--- config.mk ---
export PLATFORM = sky130hd
export DESIGN_NAME = board_io_top
export DESIGN_NICKNAME = d
export VERILOG_FILES = /design/src/logic/board_io_pkg.sv /design/src/logic/mmio_bus_if.sv /design/src/logic/reset_sanity.sv /design/src/logic/mmio_decode.sv /design/src/logic/gpio_port_regs.sv /design/src/logic/mmio_readback.sv /design/src/logic/board_io_top.sv
export SDC_FILE = /design/constraint.sdc
export NUM_CORES = 1
export LEC_CHECK = 0
export ABC_AREA = 1
export BUFFER_PORTS_ARGS = -buffer_cell sky130_fd_sc_hd__buf_2
export CORE_UTILIZATION = 45
export DETAILED_ROUTE_END_ITERATION = 12
export PLACE_DENSITY = 0.73
export SYNTH_ARGS = -nofsm -noshare
export SYNTH_HDL_FRONTEND = slang
export SYNTH_SLANG_ARGS = --single-unit
--- constraint.sdc ---
create_clock -name clock_50mhz -period 1.4 [get_ports clock_50mhz]
set_clock_uncertainty 0.05 [all_clocks]
set_input_delay 0.14 -clock clock_50mhz [delete_from_list [all_inputs] [get_ports clock_50mhz]]
set_output_delay 0.14 -clock clock_50mhz [all_outputs]
set_load 0.02 [all_outputs]
--- src/logic/board_io_pkg.sv ---
////////////////////////////////////////////////////////////////////////////
// Board I/O shared definitions
// Widths, MMIO register map, ID word and reset sequencer states
////////////////////////////////////////////////////////////////////////////

package board_io_pkg;

	// Widths
	localparam int GPIO_WIDTH      = 32;	// Pins per port
	localparam int MMIO_ADDR_WIDTH = 4;	// Register address bits
	localparam int SANITY_WIDTH    = 16;	// Reset stretch counter

	typedef logic [GPIO_WIDTH-1:0]      gpio_word_t;	// Pin values, dirs, reg data
	typedef logic [MMIO_ADDR_WIDTH-1:0] mmio_addr_t;	// Bus register address
	typedef logic [SANITY_WIDTH-1:0]    sanity_count_t;	// Sanity counter

	// Register map as seen on the bus
	localparam mmio_addr_t ADDR_OUT = 4'h0;	// Output latch
	localparam mmio_addr_t ADDR_DIR = 4'h1;	// Drive enables, 1 = output
	localparam mmio_addr_t ADDR_IN  = 4'h2;	// Pin state, read only
	localparam mmio_addr_t ADDR_SET = 4'h3;	// OR into output latch
	localparam mmio_addr_t ADDR_CLR = 4'h4;	// Clear bits in output latch
	localparam mmio_addr_t ADDR_ID  = 4'h5;	// Identification, read only

	// Decoded register select
	typedef enum logic [2:0]
	{
		REG_OUT  = 3'd0,
		REG_DIR  = 3'd1,
		REG_IN   = 3'd2,
		REG_SET  = 3'd3,
		REG_CLR  = 3'd4,
		REG_ID   = 3'd5,
		REG_NONE = 3'd7	// Any unmapped address
	} mmio_reg_e;

	// Value returned by REG_ID
	localparam gpio_word_t BOARD_IO_ID = 32'hB010_0A01;

	// Count where the core reset is released
	localparam sanity_count_t SANITY_TARGET = 16'hAA55;

	// Reset sequencer
	typedef enum logic [1:0]
	{
		RS_HOLD  = 2'd0,	// External reset asserted
		RS_COUNT = 2'd1,	// Stretching after release
		RS_RUN   = 2'd2	// Core out of reset
	} reset_state_e;

endpackage

--- src/logic/mmio_bus_if.sv ---
////////////////////////////////////////////////////////////////////////////
// Decoded MMIO access
// Carries register select, strobes and write data from the decode stage
// to the register and readback stages
////////////////////////////////////////////////////////////////////////////

`timescale 1ns/1ps

interface mmio_bus_if;

	board_io_pkg::mmio_reg_e  sel;		// Decoded register
	logic                     wr;		// Write strobe, writable regs only
	logic                     rd;		// Read strobe
	board_io_pkg::gpio_word_t wdata;	// Write data

	// Decode stage drives everything
	modport decoder
	(
		output sel, wr, rd, wdata
	);

	// Register stage
	modport regs
	(
		input sel, wr, rd, wdata
	);

	// Readback only needs the select and read strobe
	modport readback
	(
		input sel, rd
	);

endinterface

--- src/logic/reset_sanity.sv ---
////////////////////////////////////////////////////////////////////////////
// Reset sanity sequencer
// Holds the core in reset until a counter reaches the sanity target
// after the external reset is released
////////////////////////////////////////////////////////////////////////////

`timescale 1ns/1ps

module reset_sanity
(
	input  logic clock_50mhz,
	input  logic reset2a,		// External reset, active high
	output logic core_reset_o,	// Stretched internal reset
	output logic reset_busy_o	// Same reset for the board pins
);

	board_io_pkg::reset_state_e  state;
	board_io_pkg::sanity_count_t count;

	always_ff @(posedge clock_50mhz)
	begin
		if (reset2a)
		begin
			state        <= board_io_pkg::RS_HOLD;
			count        <= '0;	// Restart the stretch
			core_reset_o <= 1'b1;
		end
		else
		begin
			case (state)
				board_io_pkg::RS_HOLD:
				begin
					state        <= board_io_pkg::RS_COUNT;	// Released, start counting
					core_reset_o <= 1'b1;
				end
				board_io_pkg::RS_COUNT:
				begin
					if (count == board_io_pkg::SANITY_TARGET)
					begin
						state        <= board_io_pkg::RS_RUN;
						core_reset_o <= 1'b0;	// Drops on the edge after target
					end
					else
						count <= count + 1'b1;
				end
				board_io_pkg::RS_RUN:
					core_reset_o <= 1'b0;
				default:
				begin
					// Unreachable encoding, start over
					state        <= board_io_pkg::RS_HOLD;
					core_reset_o <= 1'b1;
				end
			endcase
		end
	end

	assign reset_busy_o = core_reset_o;	// Pin copy

endmodule

--- src/logic/mmio_decode.sv ---
////////////////////////////////////////////////////////////////////////////
// MMIO decode
// Registers the bus strobes and maps the address to a register select
////////////////////////////////////////////////////////////////////////////

`timescale 1ns/1ps

module mmio_decode
(
	input  logic                     clock_50mhz,
	input  logic                     core_reset_i,
	input  board_io_pkg::mmio_addr_t mmio_addr_i,
	input  board_io_pkg::gpio_word_t mmio_wdata_i,
	input  logic                     mmio_wr_i,
	input  logic                     mmio_rd_i,
	mmio_bus_if.decoder              bus
);

	board_io_pkg::mmio_reg_e sel_next;
	logic                    writable;

	// Address to register select
	always_comb
	begin
		case (mmio_addr_i)
			board_io_pkg::ADDR_OUT: sel_next = board_io_pkg::REG_OUT;
			board_io_pkg::ADDR_DIR: sel_next = board_io_pkg::REG_DIR;
			board_io_pkg::ADDR_IN:  sel_next = board_io_pkg::REG_IN;
			board_io_pkg::ADDR_SET: sel_next = board_io_pkg::REG_SET;
			board_io_pkg::ADDR_CLR: sel_next = board_io_pkg::REG_CLR;
			board_io_pkg::ADDR_ID:  sel_next = board_io_pkg::REG_ID;
			default:                sel_next = board_io_pkg::REG_NONE;
		endcase
	end

	// Only these four take a write
	// IN, ID and unmapped addresses swallow it here
	always_comb
	begin
		case (sel_next)
			board_io_pkg::REG_OUT,
			board_io_pkg::REG_DIR,
			board_io_pkg::REG_SET,
			board_io_pkg::REG_CLR: writable = 1'b1;
			default:               writable = 1'b0;
		endcase
	end

	always_ff @(posedge clock_50mhz)
	begin
		if (core_reset_i)
		begin
			bus.sel <= board_io_pkg::REG_NONE;
			bus.wr  <= 1'b0;	// Strobes dropped during reset
			bus.rd  <= 1'b0;
		end
		else
		begin
			bus.sel <= sel_next;
			bus.wr  <= mmio_wr_i & writable;
			bus.rd  <= mmio_rd_i;
		end
	end

	always_ff @(posedge clock_50mhz)
	begin
		bus.wdata <= mmio_wdata_i;	// Payload, qualified by wr
	end

endmodule

--- src/logic/gpio_port_regs.sv ---
////////////////////////////////////////////////////////////////////////////
// GPIO port registers
// Output and direction latches with set and clear updates, and a
// two-flop synchronizer on the input pins
////////////////////////////////////////////////////////////////////////////

`timescale 1ns/1ps

module gpio_port_regs
(
	input  logic                     clock_50mhz,
	input  logic                     core_reset_i,
	mmio_bus_if.regs                 bus,
	input  board_io_pkg::gpio_word_t gpio_i,	// Pad input side
	output board_io_pkg::gpio_word_t gpio_o,	// Pad output side
	output board_io_pkg::gpio_word_t gpio_d_o,	// Pad drive enable
	output board_io_pkg::gpio_word_t pins_sync_o	// Synchronized pad state
);

	board_io_pkg::gpio_word_t out_q;
	board_io_pkg::gpio_word_t dir_q;
	board_io_pkg::gpio_word_t out_next;
	board_io_pkg::gpio_word_t dir_next;
	board_io_pkg::gpio_word_t sync_1;
	board_io_pkg::gpio_word_t sync_2;

	// Next latch values for the decoded write
	always_comb
	begin
		out_next = out_q;
		dir_next = dir_q;

		if (bus.wr)
		begin
			case (bus.sel)
				board_io_pkg::REG_OUT:
					out_next = bus.wdata;		// Replace
				board_io_pkg::REG_DIR:
					dir_next = bus.wdata;		// Replace
				board_io_pkg::REG_SET:
					out_next = out_q | bus.wdata;	// Ones set bits
				board_io_pkg::REG_CLR:
					out_next = out_q & ~bus.wdata;	// Ones clear bits
				default:
				begin
					// Decode never raises wr for other selects
					out_next = out_q;
					dir_next = dir_q;
				end
			endcase
		end
	end

	always_ff @(posedge clock_50mhz)
	begin
		if (core_reset_i)
		begin
			out_q <= '0;
			dir_q <= '0;	// All pins inputs
		end
		else
		begin
			out_q <= out_next;
			dir_q <= dir_next;
		end
	end

	// Pad input crosses in from outside the clock domain
	always_ff @(posedge clock_50mhz)
	begin
		sync_1 <= gpio_i;
		sync_2 <= sync_1;
	end

	assign gpio_o      = out_q;
	assign gpio_d_o    = dir_q;
	assign pins_sync_o = sync_2;

endmodule

--- src/logic/mmio_readback.sv ---
////////////////////////////////////////////////////////////////////////////
// MMIO readback
// Selects the read word for a decoded read and returns it with a
// one-cycle rvalid pulse
////////////////////////////////////////////////////////////////////////////

`timescale 1ns/1ps

module mmio_readback
(
	input  logic                     clock_50mhz,
	input  logic                     core_reset_i,
	mmio_bus_if.readback             bus,
	input  board_io_pkg::gpio_word_t out_i,	// Output latch
	input  board_io_pkg::gpio_word_t dir_i,	// Drive enables
	input  board_io_pkg::gpio_word_t pins_i,	// Synchronized pads
	output board_io_pkg::gpio_word_t mmio_rdata_o,
	output logic                     mmio_rvalid_o
);

	board_io_pkg::gpio_word_t rd_word;
	board_io_pkg::gpio_word_t pad_view;

	// Driven pins loop back the latch, as the pad would show it
	assign pad_view = (pins_i & ~dir_i) | (out_i & dir_i);

	always_comb
	begin
		case (bus.sel)
			board_io_pkg::REG_OUT: rd_word = out_i;
			board_io_pkg::REG_DIR: rd_word = dir_i;
			board_io_pkg::REG_IN:  rd_word = pad_view;
			board_io_pkg::REG_SET,
			board_io_pkg::REG_CLR: rd_word = out_i;	// Latch after set/clear
			board_io_pkg::REG_ID:  rd_word = board_io_pkg::BOARD_IO_ID;
			default:               rd_word = '0;	// Unmapped
		endcase
	end

	// Latch values here are still pre-write when wr and rd share a cycle
	always_ff @(posedge clock_50mhz)
	begin
		if (core_reset_i)
		begin
			mmio_rvalid_o <= 1'b0;
			mmio_rdata_o  <= '0;
		end
		else
		begin
			mmio_rvalid_o <= bus.rd;	// One pulse per decoded read
			if (bus.rd)
				mmio_rdata_o <= rd_word;
		end
	end

endmodule

--- src/logic/board_io_top.sv ---
////////////////////////////////////////////////////////////////////////////
// Board I/O top level
// Reset sequencer and a memory-mapped 32-pin GPIO port on a strobe bus,
// with pads split into input, output and drive-enable wires
////////////////////////////////////////////////////////////////////////////

`timescale 1ns/1ps

module board_io_top
(
	input  logic                     clock_50mhz,
	input  logic                     reset2a,
	input  board_io_pkg::mmio_addr_t mmio_addr_i,
	input  board_io_pkg::gpio_word_t mmio_wdata_i,
	input  logic                     mmio_wr_i,
	input  logic                     mmio_rd_i,
	input  board_io_pkg::gpio_word_t gpio_i,
	output board_io_pkg::gpio_word_t mmio_rdata_o,
	output logic                     mmio_rvalid_o,
	output board_io_pkg::gpio_word_t gpio_o,
	output board_io_pkg::gpio_word_t gpio_d_o,	// 1 = pin driven
	output logic                     reset_busy_o
);

	logic                     core_reset;	// Stretched reset for all stages
	board_io_pkg::gpio_word_t pins_sync;	// Synchronized pads to readback

	mmio_bus_if mmio_bus ();	// Decode to execute and result

	reset_sanity i_reset_sanity
	(
		.clock_50mhz  (clock_50mhz),
		.reset2a      (reset2a),
		.core_reset_o (core_reset),
		.reset_busy_o (reset_busy_o)
	);

	mmio_decode i_mmio_decode
	(
		.clock_50mhz  (clock_50mhz),
		.core_reset_i (core_reset),
		.mmio_addr_i  (mmio_addr_i),
		.mmio_wdata_i (mmio_wdata_i),
		.mmio_wr_i    (mmio_wr_i),
		.mmio_rd_i    (mmio_rd_i),
		.bus          (mmio_bus.decoder)
	);

	gpio_port_regs i_gpio_port_regs
	(
		.clock_50mhz  (clock_50mhz),
		.core_reset_i (core_reset),
		.bus          (mmio_bus.regs),
		.gpio_i       (gpio_i),
		.gpio_o       (gpio_o),
		.gpio_d_o     (gpio_d_o),
		.pins_sync_o  (pins_sync)
	);

	// Readback sees the same latches that drive the pads
	mmio_readback i_mmio_readback
	(
		.clock_50mhz   (clock_50mhz),
		.core_reset_i  (core_reset),
		.bus           (mmio_bus.readback),
		.out_i         (gpio_o),
		.dir_i         (gpio_d_o),
		.pins_i        (pins_sync),
		.mmio_rdata_o  (mmio_rdata_o),
		.mmio_rvalid_o (mmio_rvalid_o)
	);

endmodule

# Yosys cells after proc, flatten, opt, wreduce, memory -nomap -nowiden
# Index checks and enable logic that the tools add are counted.
dict set report totals {
  output_inout_bits 98
  elab_cells 60
  mem_bits_ro 0
  ram_bits 0
  latchBits 0
  inputBits 72
  regBits 217
  n_memories 0
}
dict set report classes {
  add_sub_neg 1
  n_shift 0
  muxes 8
  n_mul 0
  reduce_logical 11
  n_eq_ne 17
  n_div 0
  order_cmp 0
  bitwise_logic 10
}
# operator n
set ops {}
lappend ops {{case mux 32 bit (4 select lines)} 1}
lappend ops {{AND 32 bit} 3}
lappend ops {{case mux 32 bit (3 select lines)} 1}
lappend ops {{inverter 32 bit} 2}
lappend ops {{OR 32 bit} 2}
lappend ops {{case mux 3 bit (6 select lines)} 1}
lappend ops {{adder 16 x 1 -> 16 bit (second input constant)} 1}
lappend ops {{== test 16 bit (second input constant)} 1}
lappend ops {{== test 3 x 2 -> 1 bit (second input constant)} 3}
lappend ops {{== test 3 bit (second input constant)} 3}
lappend ops {{== test 4 x 2 -> 1 bit (second input constant)} 2}
lappend ops {{== test 4 x 3 -> 1 bit (second input constant)} 2}
lappend ops {{AND reduction 2 bit} 4}
lappend ops {{== test 3 x 1 -> 1 bit (second input constant)} 2}
lappend ops {{zero test 3 bit} 2}
lappend ops {{case mux 2 bit (3 select lines)} 1}
lappend ops {{== test 4 x 1 -> 1 bit (second input constant)} 1}
lappend ops {{zero test 4 bit} 1}
lappend ops {{OR reduction 4 bit} 1}
lappend ops {{nonzero test 3 bit} 1}
lappend ops {{OR reduction 3 bit} 1}
lappend ops {{== test 2 x 1 -> 1 bit (second input constant)} 1}
lappend ops {{== test 2 bit (second input constant)} 1}
lappend ops {{zero test 2 bit} 1}
lappend ops {{other kinds (6)} 8}

# Longest topological paths before layout
# Gate-level depths: netlist (run 1).
dict set report logic_depth {
  depth_word 6
  ltp_mapped 10
  ltp_nobuf 9
}

# By module
# Synthesis (run 1) repeated with hierarchy kept, for this count alone.
dict set report unflattened {
  hier_cells 1057
  hier_area_um2 8245.4
}
# mod area_per_inst_um2 n_inst cells_per_inst seq_area_each_um2
set modules_own_cells {}
lappend modules_own_cells {gpio_port_regs 3937.5 1 420 2562.5}
lappend modules_own_cells {mmio_readback 2190.9 1 384 660.6}
lappend modules_own_cells {reset_sanity 1291.2 1 196 380.4}
lappend modules_own_cells {mmio_decode 825.8 1 57 740.7}

# Worst setup path after synthesis (run 1)
# OpenSTA, ideal clock, no wires.
dict set report synth_timing {
  path_kind {register -> register}
  startpoint {register i_reset_sanity.count[1]}
  endpoint {register i_reset_sanity.count[10]}
  n_path_buf 1
  synth_period_minus_slack_ns 1.493
  stages_incl_launch_ff 9
  setup_time_ns 0.070
  arrival_time_ns 1.373
  slack_ns -0.093
  required_ns 1.280
  path_cell_list {dfxtp_1 > inv_1 > ha_1 > nand4_1 > nor2_1 > a21boi_1 > clkbuf_1 > nand2_1 > a21oi_1}
}
dict set report synth_between {
  elab_chain_cells 3
  elab_cells_between_ends 4
  classes_between {add/sub: 1; eq/ne: 1; bitwise: 1; reduce/logical: 1}
}
# item line
set synth_rtl {}
lappend synth_rtl {{start, declared} reset_sanity.sv:18} ;# board_io_pkg::sanity_count_t count;
lappend synth_rtl {{start signal, assigned} reset_sanity.sv:44} ;# count <= count + 1'b1;
lappend synth_rtl {{branches (longest 3 deep; another with adder 16 x 1 -> 16 bit)} --}
# Several ways; the timed one is not identified.
# A chain may end at the register's enable or synchronous reset.

# Worst setup path in the final report (run 1)
dict set report layout_timing {
  startpoint {register i_mmio_decode.bus.sel[1]}
  endpoint {register i_gpio_port_regs.out_q[20] (netlist: i_gpio_port_regs.gpio_o[20])}
}
dict set report layout_between {
  elab_chain_cells 3
  elab_cells_between_ends 6
  classes_between {eq/ne: 2; mux: 1; reduce/logical: 3}
}
# item line
set layout_rtl {}
lappend layout_rtl {{start, declared} mmio_bus_if.sv:19} ;# output sel, wr, rd, wdata
lappend layout_rtl {{start signal, assigned} mmio_decode.sv:53} ;# bus.sel <= board_io_pkg::REG_NONE;
lappend layout_rtl {{start signal, assigned} mmio_decode.sv:59} ;# bus.sel <= sel_next;
lappend layout_rtl {{== test 3 x 2 -> 1 bit (tied with other cells)} gpio_port_regs.sv:35} ;# case (bus.sel)
lappend layout_rtl {{nonzero test 3 bit (no source line)} --}
lappend layout_rtl {{AND reduction 2 bit (no source line)} --}
lappend layout_rtl {{end signal, assigned} gpio_port_regs.sv:63} ;# out_q <= out_next;
lappend layout_rtl {{end, declared} gpio_port_regs.sv:20} ;# board_io_pkg::gpio_word_t out_q;
# Several ways; a longest one is shown, not always the timed one.

==> key figures, run 1 <==
Floorplanning
  – I/O pin count: between 150 and 200
  – Die area: roughly 18,000 um^2
  – Die X: 134 um
  – Site Rows: between 40 and 50
  – Core box area: 16,800 um^2
  – Die Ht: roughly 130 um
  – Initial Util: 46.5%

Outcome
  – Violated checks: setup timing
  – Status: finished, violations left

Clocking
  – Worst-Skew Late Latency: about 0.5 ns
  – Root buffer cell: clkbuf_16
  – Reg clk slew, reported paths: roughly 0.06 ns
  – Clock Path Buffers: 3
  – CTS buffer count: 23
  – CTS tree: done
  – Clock sink count: approximately 220
  – H-tree levels: 1

Drt
  – Drt wl/cell: ~17 um
  – Post-route ant nets: 0
  – Via Count: 8,052
  – Number of DRC markers in iteration 0: between 600 and 700
  – DRT Wirelength: 26,000 um
  – Pre-antenna DRT Iters: 6
  – Remaining DRCs: 0
  – Via-per-instance ratio: 5.25

STA
  – Final hold vios: 0
  – Final setup fails: 110
  – Worst hold slack: between 0.2 and 0.25 ns
  – Period minus WS final: between 1.5 and 2 ns
  – Min setup slack post-route: -0.161 ns
  – Fin crit share: 112%
  – Fmax: around 640 MHz
  – Pins over their slew limit: 0
  – Worst relative slew slack: 75.7%
  – Worst-margin pin slew: roughly 0.36 ns
  – Unrepaired setup endpoints after global routing: yes

Place
  – RePlAce Congestion: between 0.8 and 0.9
  – Port bufs: 169
  – Placed Instances: 1,398
  – DP Area: roughly 9300 um^2
  – Final HPWL DP: 14,400 um

Synthesis
  – Cell variety after synth: 25
  – Sequential fraction of the synthesis area: a little under three fifths
  – Cells after synthesis: 998
  – Post-Synth XOR/XNOR Area: 0.674%
  – Synth Area in Compound Gates: roughly 15%
  – Multiplexer area fraction after synthesis: 0%
  – Synth Area in Simple Gates: ~23%
  – Flops & latches, synth: 217
  – Syn nets: 1,075
  – Yosys warns: 0
  – Syn avg cell area: around 7.8 um^2
  – Post-Synth Adder-Cell Area: less than 1%
  – Synthesized area: between 7000 and 8000 um^2
  – Largest family of logic cells by synthesized area: simple AND/OR/NAND/NOR gates

Final layout
  – Design area: 11,900 um^2
  – Finished Layout Cells: about 1,500
  – Most common cell after layout, fill and taps aside: nand2_1
  – Final layout net count: between 1,000 and 1,500
  – Layout cell share with drive strength beyond 1: between 30 and 40%
  – # diodes: 0
  – Area growth syn-to-layout: 52.1%
  – Commonest non-fill, non-tap cells in the layout: 251 x nand2_1, 207 x dfxtp_1, 168 x buf_2, 80 x a21oi_1, 79 x o21ai_0

Setup path
  – Worst path required time: approximately 1.8 ns
  – Bufs and invs on worst path: 2
  – CP max-delay cell: dfxtp_4
  – CP peak stage delay: around 0.42 ns
  – Critical path peak fanout: 6
  – Crit. End Element: register
  – Family with the most delay on the worst path: compound AO/OA/AOI/OAI gates
  – Data arrival, critical path: about 1.9 ns
  – CP Class: register to register
  – CP Launch Type: register
  – Worst-path cell chain: nand3_4 -> o21ai_4 -> nand2_4 -> a21oi_4 -> buf_4 -> buf_6 -> nand2_1 -> a21oi_1

Min path
  – Worst hold-check path type: primary input to register

Job
  – Max-Cap Viols: 0

GRT
  – Initial antenna violation count: 0
  – Grt ovf: 0
  – Number of global-route vias before repair: approximately 7,600
  – GRT Total Usage: 25.8%
  – First-pass GRT wire length: approximately 37,000 um
  – Largest net degree at the start of global routing: 26

Pwr
  – Worst vdd ir: 995 uV
  – LEAKAGE: 5.19 nW
  – PD cells: between 1000 and 1500 nW/um^2
  – Tot Pwr: roughly 16 mW
[through the flow]
stage | TNS, ns | setup WS, ns | utilization, %
2_1_floorplan | 0 | 0.00352 | -
3_3_place_gp | -0.154 | -0.0275 | 55.4
3_5_place_dp | -2.89 | -0.0733 | 55.4
4_1_cts | -1.15 | -0.0505 | 66.2
5_1_grt | -15.36 | -0.227 | 70.7
6_report | -8.28 | -0.161 | 70.7
[report_power, final]
part / leakage, nW / internal [mW] / switching (mW)
clock: 0.376 / 3.83 / 2.42
sequential: 1.79 / 6.44 / 0.226
combinational: 3.02 / 1.50 / 1.96
total: 5.19 / 11.8 / 4.60
[layer usage]
layer	GRT usage (%)	routed length, um
met5	0	0
met4	9.91	959
met3	3.77	1880
met2	45.9	12800
met1	31.4	10400
[area by class of cell]
| type | count | area [um^2] |
|---|---|---|
| fill | 1196 | 4900 |
| sequential | 217 | 4370 |
| multi-input combinational | 677 | 3610 |
| timing repair buffer | 326 | 2600 |
| clock buffer | 33 | 663 |
| tap | 220 | 275 |
| inverter | 55 | 224 |
| clock inverter | 7 | 115 |
[cells by family after synthesis]
family	after synthesis
compound gates	225
xor+xnor	6
fa+ha+maj	5
buf+inv	104
flops	217
simple gates	441
[repair_timing]
| action | 4_1_cts | 5_1_grt |
|---|---|---|
| resized for setup | 33 | 206 |
| gates cloned | 6 | 9 |
| endpoints found under the setup margin | 97 | 115 |
| endpoints found under the hold margin | 74 | 0 |
| pin swaps | 4 | 58 |
| hold buffers | 71 | 0 |
| buffers inserted | 8 | 8 |
[synth_stat cells]
cell / instances / area, um^2
nand3_1: 48 / 240
ha_1: 5 / 62.6
buf_6: 3 / 33.8
nand4_1: 8 / 50.1
o21ai_2: 1 / 8.76
xnor2_1: 1 / 8.76
nand2_2: 1 / 6.26
o21ai_0: 106 / 531
inv_2: 2 / 7.51
nand2_1: 287 / 1080
xor2_1: 5 / 43.8
o211ai_1: 1 / 7.51
buf_1: 6 / 22.5
clkbuf_1: 28 / 105
a21boi_1: 1 / 7.51
a21o_1: 1 / 7.51
nor2_1: 95 / 357
buf_2: 12 / 60.1
a311oi_1: 1 / 8.76
dfxtp_1: 217 / 4340
nand3_2: 1 / 10.0
a21oi_4: 1 / 16.3
nor3_4: 1 / 16.3
inv_1: 53 / 199
a21oi_1: 113 / 566
[flip-flops by register name (all words and copies together) (netlist names)]
register and cells:
i_gpio_port_regs.gpio_o 32, i_mmio_decode.bus.rd 1, i_mmio_readback.mmio_rvalid_o 1, i_gpio_port_regs.sync_1 32, i_reset_sanity.state 2, i_mmio_decode.bus.sel 3, i_mmio_readback.mmio_rdata_o 32, i_mmio_decode.bus.wr 1
i_reset_sanity.core_reset_o 1, i_mmio_decode.bus.wdata 32, i_reset_sanity.count 16, i_gpio_port_regs.pins_sync_o 32, i_gpio_port_regs.gpio_d_o 32
[final timing paths]
| check | from | to | slack [ns] | cells past startpoint |
|---|---|---|---|---|
| setup / recovery | i_mmio_decode.bus.sel[1]$_SDFF_PP1_ | i_gpio_port_regs.gpio_o[20]$_SDFFE_PP0P_ | -0.16 | 8 |
| hold / removal | mmio_wdata_i[14] | i_mmio_decode.bus.wdata[14]$_DFF_P_ | 0.22 | 2 |
| setup reg to reg | i_mmio_decode.bus.sel[1]$_SDFF_PP1_ | i_gpio_port_regs.gpio_o[20]$_SDFFE_PP0P_ | -0.16 | 8 |
| hold reg to reg | i_gpio_port_regs.sync_1[10]$_DFF_P_ | i_gpio_port_regs.pins_sync_o[10]$_DFF_P_ | 0.28 | 0 |
(Power assumes the default switching activity.)
==> inputs of run 2 (changes only) <==
Settings changed: PLACE_DENSITY 0.73 to 0.68.
Clock period 1.4 ns to 1.9 ns, I/O delays scaled along.
==> key figures, run 2 (same netlist as run 1, synthesis figures left out) <==
Outcome
  – Status: completed

Clocking
  – Reg clk slew, reported paths: approximately 0.060 ns
  – H-tree levels: 1
  – Post-cts gate resize count: 0
  – Clock Path Buffers: 3
  – CTS tree: done
  – Hold_buf cts: 70
  – Worst-Skew Late Latency: roughly 0.5 ns
  – CTS buffer count: 22
  – Root buffer cell: clkbuf_16
  – Total setup buffers inserted after CTS: 0
  – Clock sink count: between 200 and 250

Setup path
  – Crit. End Element: register
  – Reg2reg end: i_mmio_readback.mmio_rdata_o[31]$_SDFFE_PP0P_
  – Worst path required time: ~2.3 ns
  – Critical path peak fanout: 7
  – CP Class: register to register
  – R2R setup slack: ~0.19 ns
  – R2R cell count: 6
  – Critical R2R Launch: i_mmio_decode.bus.sel[0]$_SDFF_PP1_
  – Data arrival, critical path: 2.08 ns
  – Setup crit end: i_mmio_readback.mmio_rdata_o[31]$_SDFFE_PP0P_
  – CP Launch Type: register
  – Crit path launch: i_mmio_decode.bus.sel[0]$_SDFF_PP1_

Pwr
  – PD cells: approximately 1000 nW/um^2
  – Worst vdd ir: 795 uV
  – LEAKAGE: 4.39 nW
  – Tot Pwr: between 10 and 15 mW

Final layout
  – Fillers: around 1,500
  – Most common cell after layout, fill and taps aside: nand2_1
  – # diodes: 0
  – Commonest non-fill, non-tap cells in the layout: 287 x nand2_1, 216 x dfxtp_1, 169 x buf_2, 113 x a21oi_1, 106 x o21ai_0
  – Multi-input logic area: ~3000 um^2
  – Design area: roughly 10,000 um^2
  – Layout cell share with drive strength beyond 1: a little under a fifth
  – Finished Layout Cells: 1,473
  – FF/Latch Area: around 4300 um^2
  – Final layout net count: approximately 1,300
  – Area growth syn-to-layout: 33.3%

Place
  – RePlAce Congestion: ~0.88
  – Final HPWL DP: between 10,000 and 15,000 um
  – Placed Instances: 1,363
  – DP Area: 8950 um^2
  – Port bufs: around 170

STA
  – Setup TNS: 0 ns
  – Worst hold slack: 0.0172 ns
  – Fmax: 586 MHz
  – Final hold vios: 0
  – Final setup fails: 0
  – Pins over their slew limit: 0
  – Worst-margin pin slew: between 0.6 and 0.7 ns
  – Worst relative slew slack: 54.4%
  – Unrepaired setup endpoints after global routing: no
  – Period minus WS final: about 1.7 ns
  – Fin crit share: approximately nine tenths

Floorplanning
  – I/O pin count: 170
  – Core box area: between 15,000 and 20,000 um^2
  – Die area: roughly 18,000 um^2
  – Die Ht: approximately 130 um
  – Site Rows: 47
  – Initial Util: 46.5%
  – Die X: between 100 and 150 um

GRT
  – Initial antenna violation count: 0
  – GRT Total Usage: 24.0%
  – Grt ovf: 0
  – First-pass GRT wire length: approximately 34,000 um
  – Largest net degree at the start of global routing: between 60 and 70
  – Number of global-route vias before repair: just under 7,000

Drt
  – Remaining DRCs: 0
  – Number of DRC markers in iteration 0: roughly 410
  – Post-route ant nets: 0
  – Pre-antenna DRT Iters: 5
  – Via-per-instance ratio: about 5
  – DRT Wirelength: 21,300 um
  – Drt wl/cell: 14.5 um
  – Via Count: between 7,000 and 8,000

Min path
  – Worst hold-check path type: primary input to register
  – Hold path depth: 2

Job
  – Max-Cap Viols: 0
## run 2: per-stage QoR
stage               setup WS [ns]  utilization [%]
CTS                         0.183             62.0
floorplan                   0.407                -
global route              0.00575             62.0
finish                      0.194             62.0
global placement            0.227             53.4
detailed placement          0.208             53.4
## run 2: worst min path at each step
stage,endpoint,slack (ns),startpoint
floorplan,i_gpio_port_regs.sync_1[0]$_DFF_P_,0.17,gpio_i[0]
global placement,i_gpio_port_regs.sync_1[26]$_DFF_P_,0.24,gpio_i[26]
detailed placement,i_gpio_port_regs.sync_1[18]$_DFF_P_,0.24,gpio_i[18]
CTS,i_reset_sanity.count[8]$_SDFFE_PP0P_,0.001,reset2a
global route,i_reset_sanity.count[8]$_SDFFE_PP0P_,0.02,reset2a
finish,i_reset_sanity.count[3]$_SDFFE_PP0P_,0.02,reset2a
## run 2: routing by layer
layer,up-vias,share of wire (%),GRT usage (%)
met5,-,0,0
met4,0,2.3,7.13
li1,3707,-,-
met1,3312,45,31.5
met2,210,47,40.7
met3,36,5.5,3.54
## run 2: area by class of cell
type / count / share of cell area (%)
Timing Repair Buffer: 264 / 17.2
Clock buffer: 31 / 6.02
Clock inverter: 9 / 1.16
Sequential cell: 217 / 41.8
Inverter: 55 / 1.99
Multi-Input combinational cell: 677 / 29.2
Tap cell: 220 / 2.65
## run 2: worst max-delay path, stage by stage (launching register included)
cell and delay [ns]:
dfxtp_1 0.44, inv_2 0.09, nor2_1 0.53, o21ai_0 0.19, nand3_1 0.13, nand2_1 0.06
a21oi_1 0.14
## run 2: power by group
group          internal (mW)  total [mW]  switching, mW
clock                   2.70        4.43           1.73
sequential              4.73        4.86          0.124
combinational          0.525        1.61           1.08
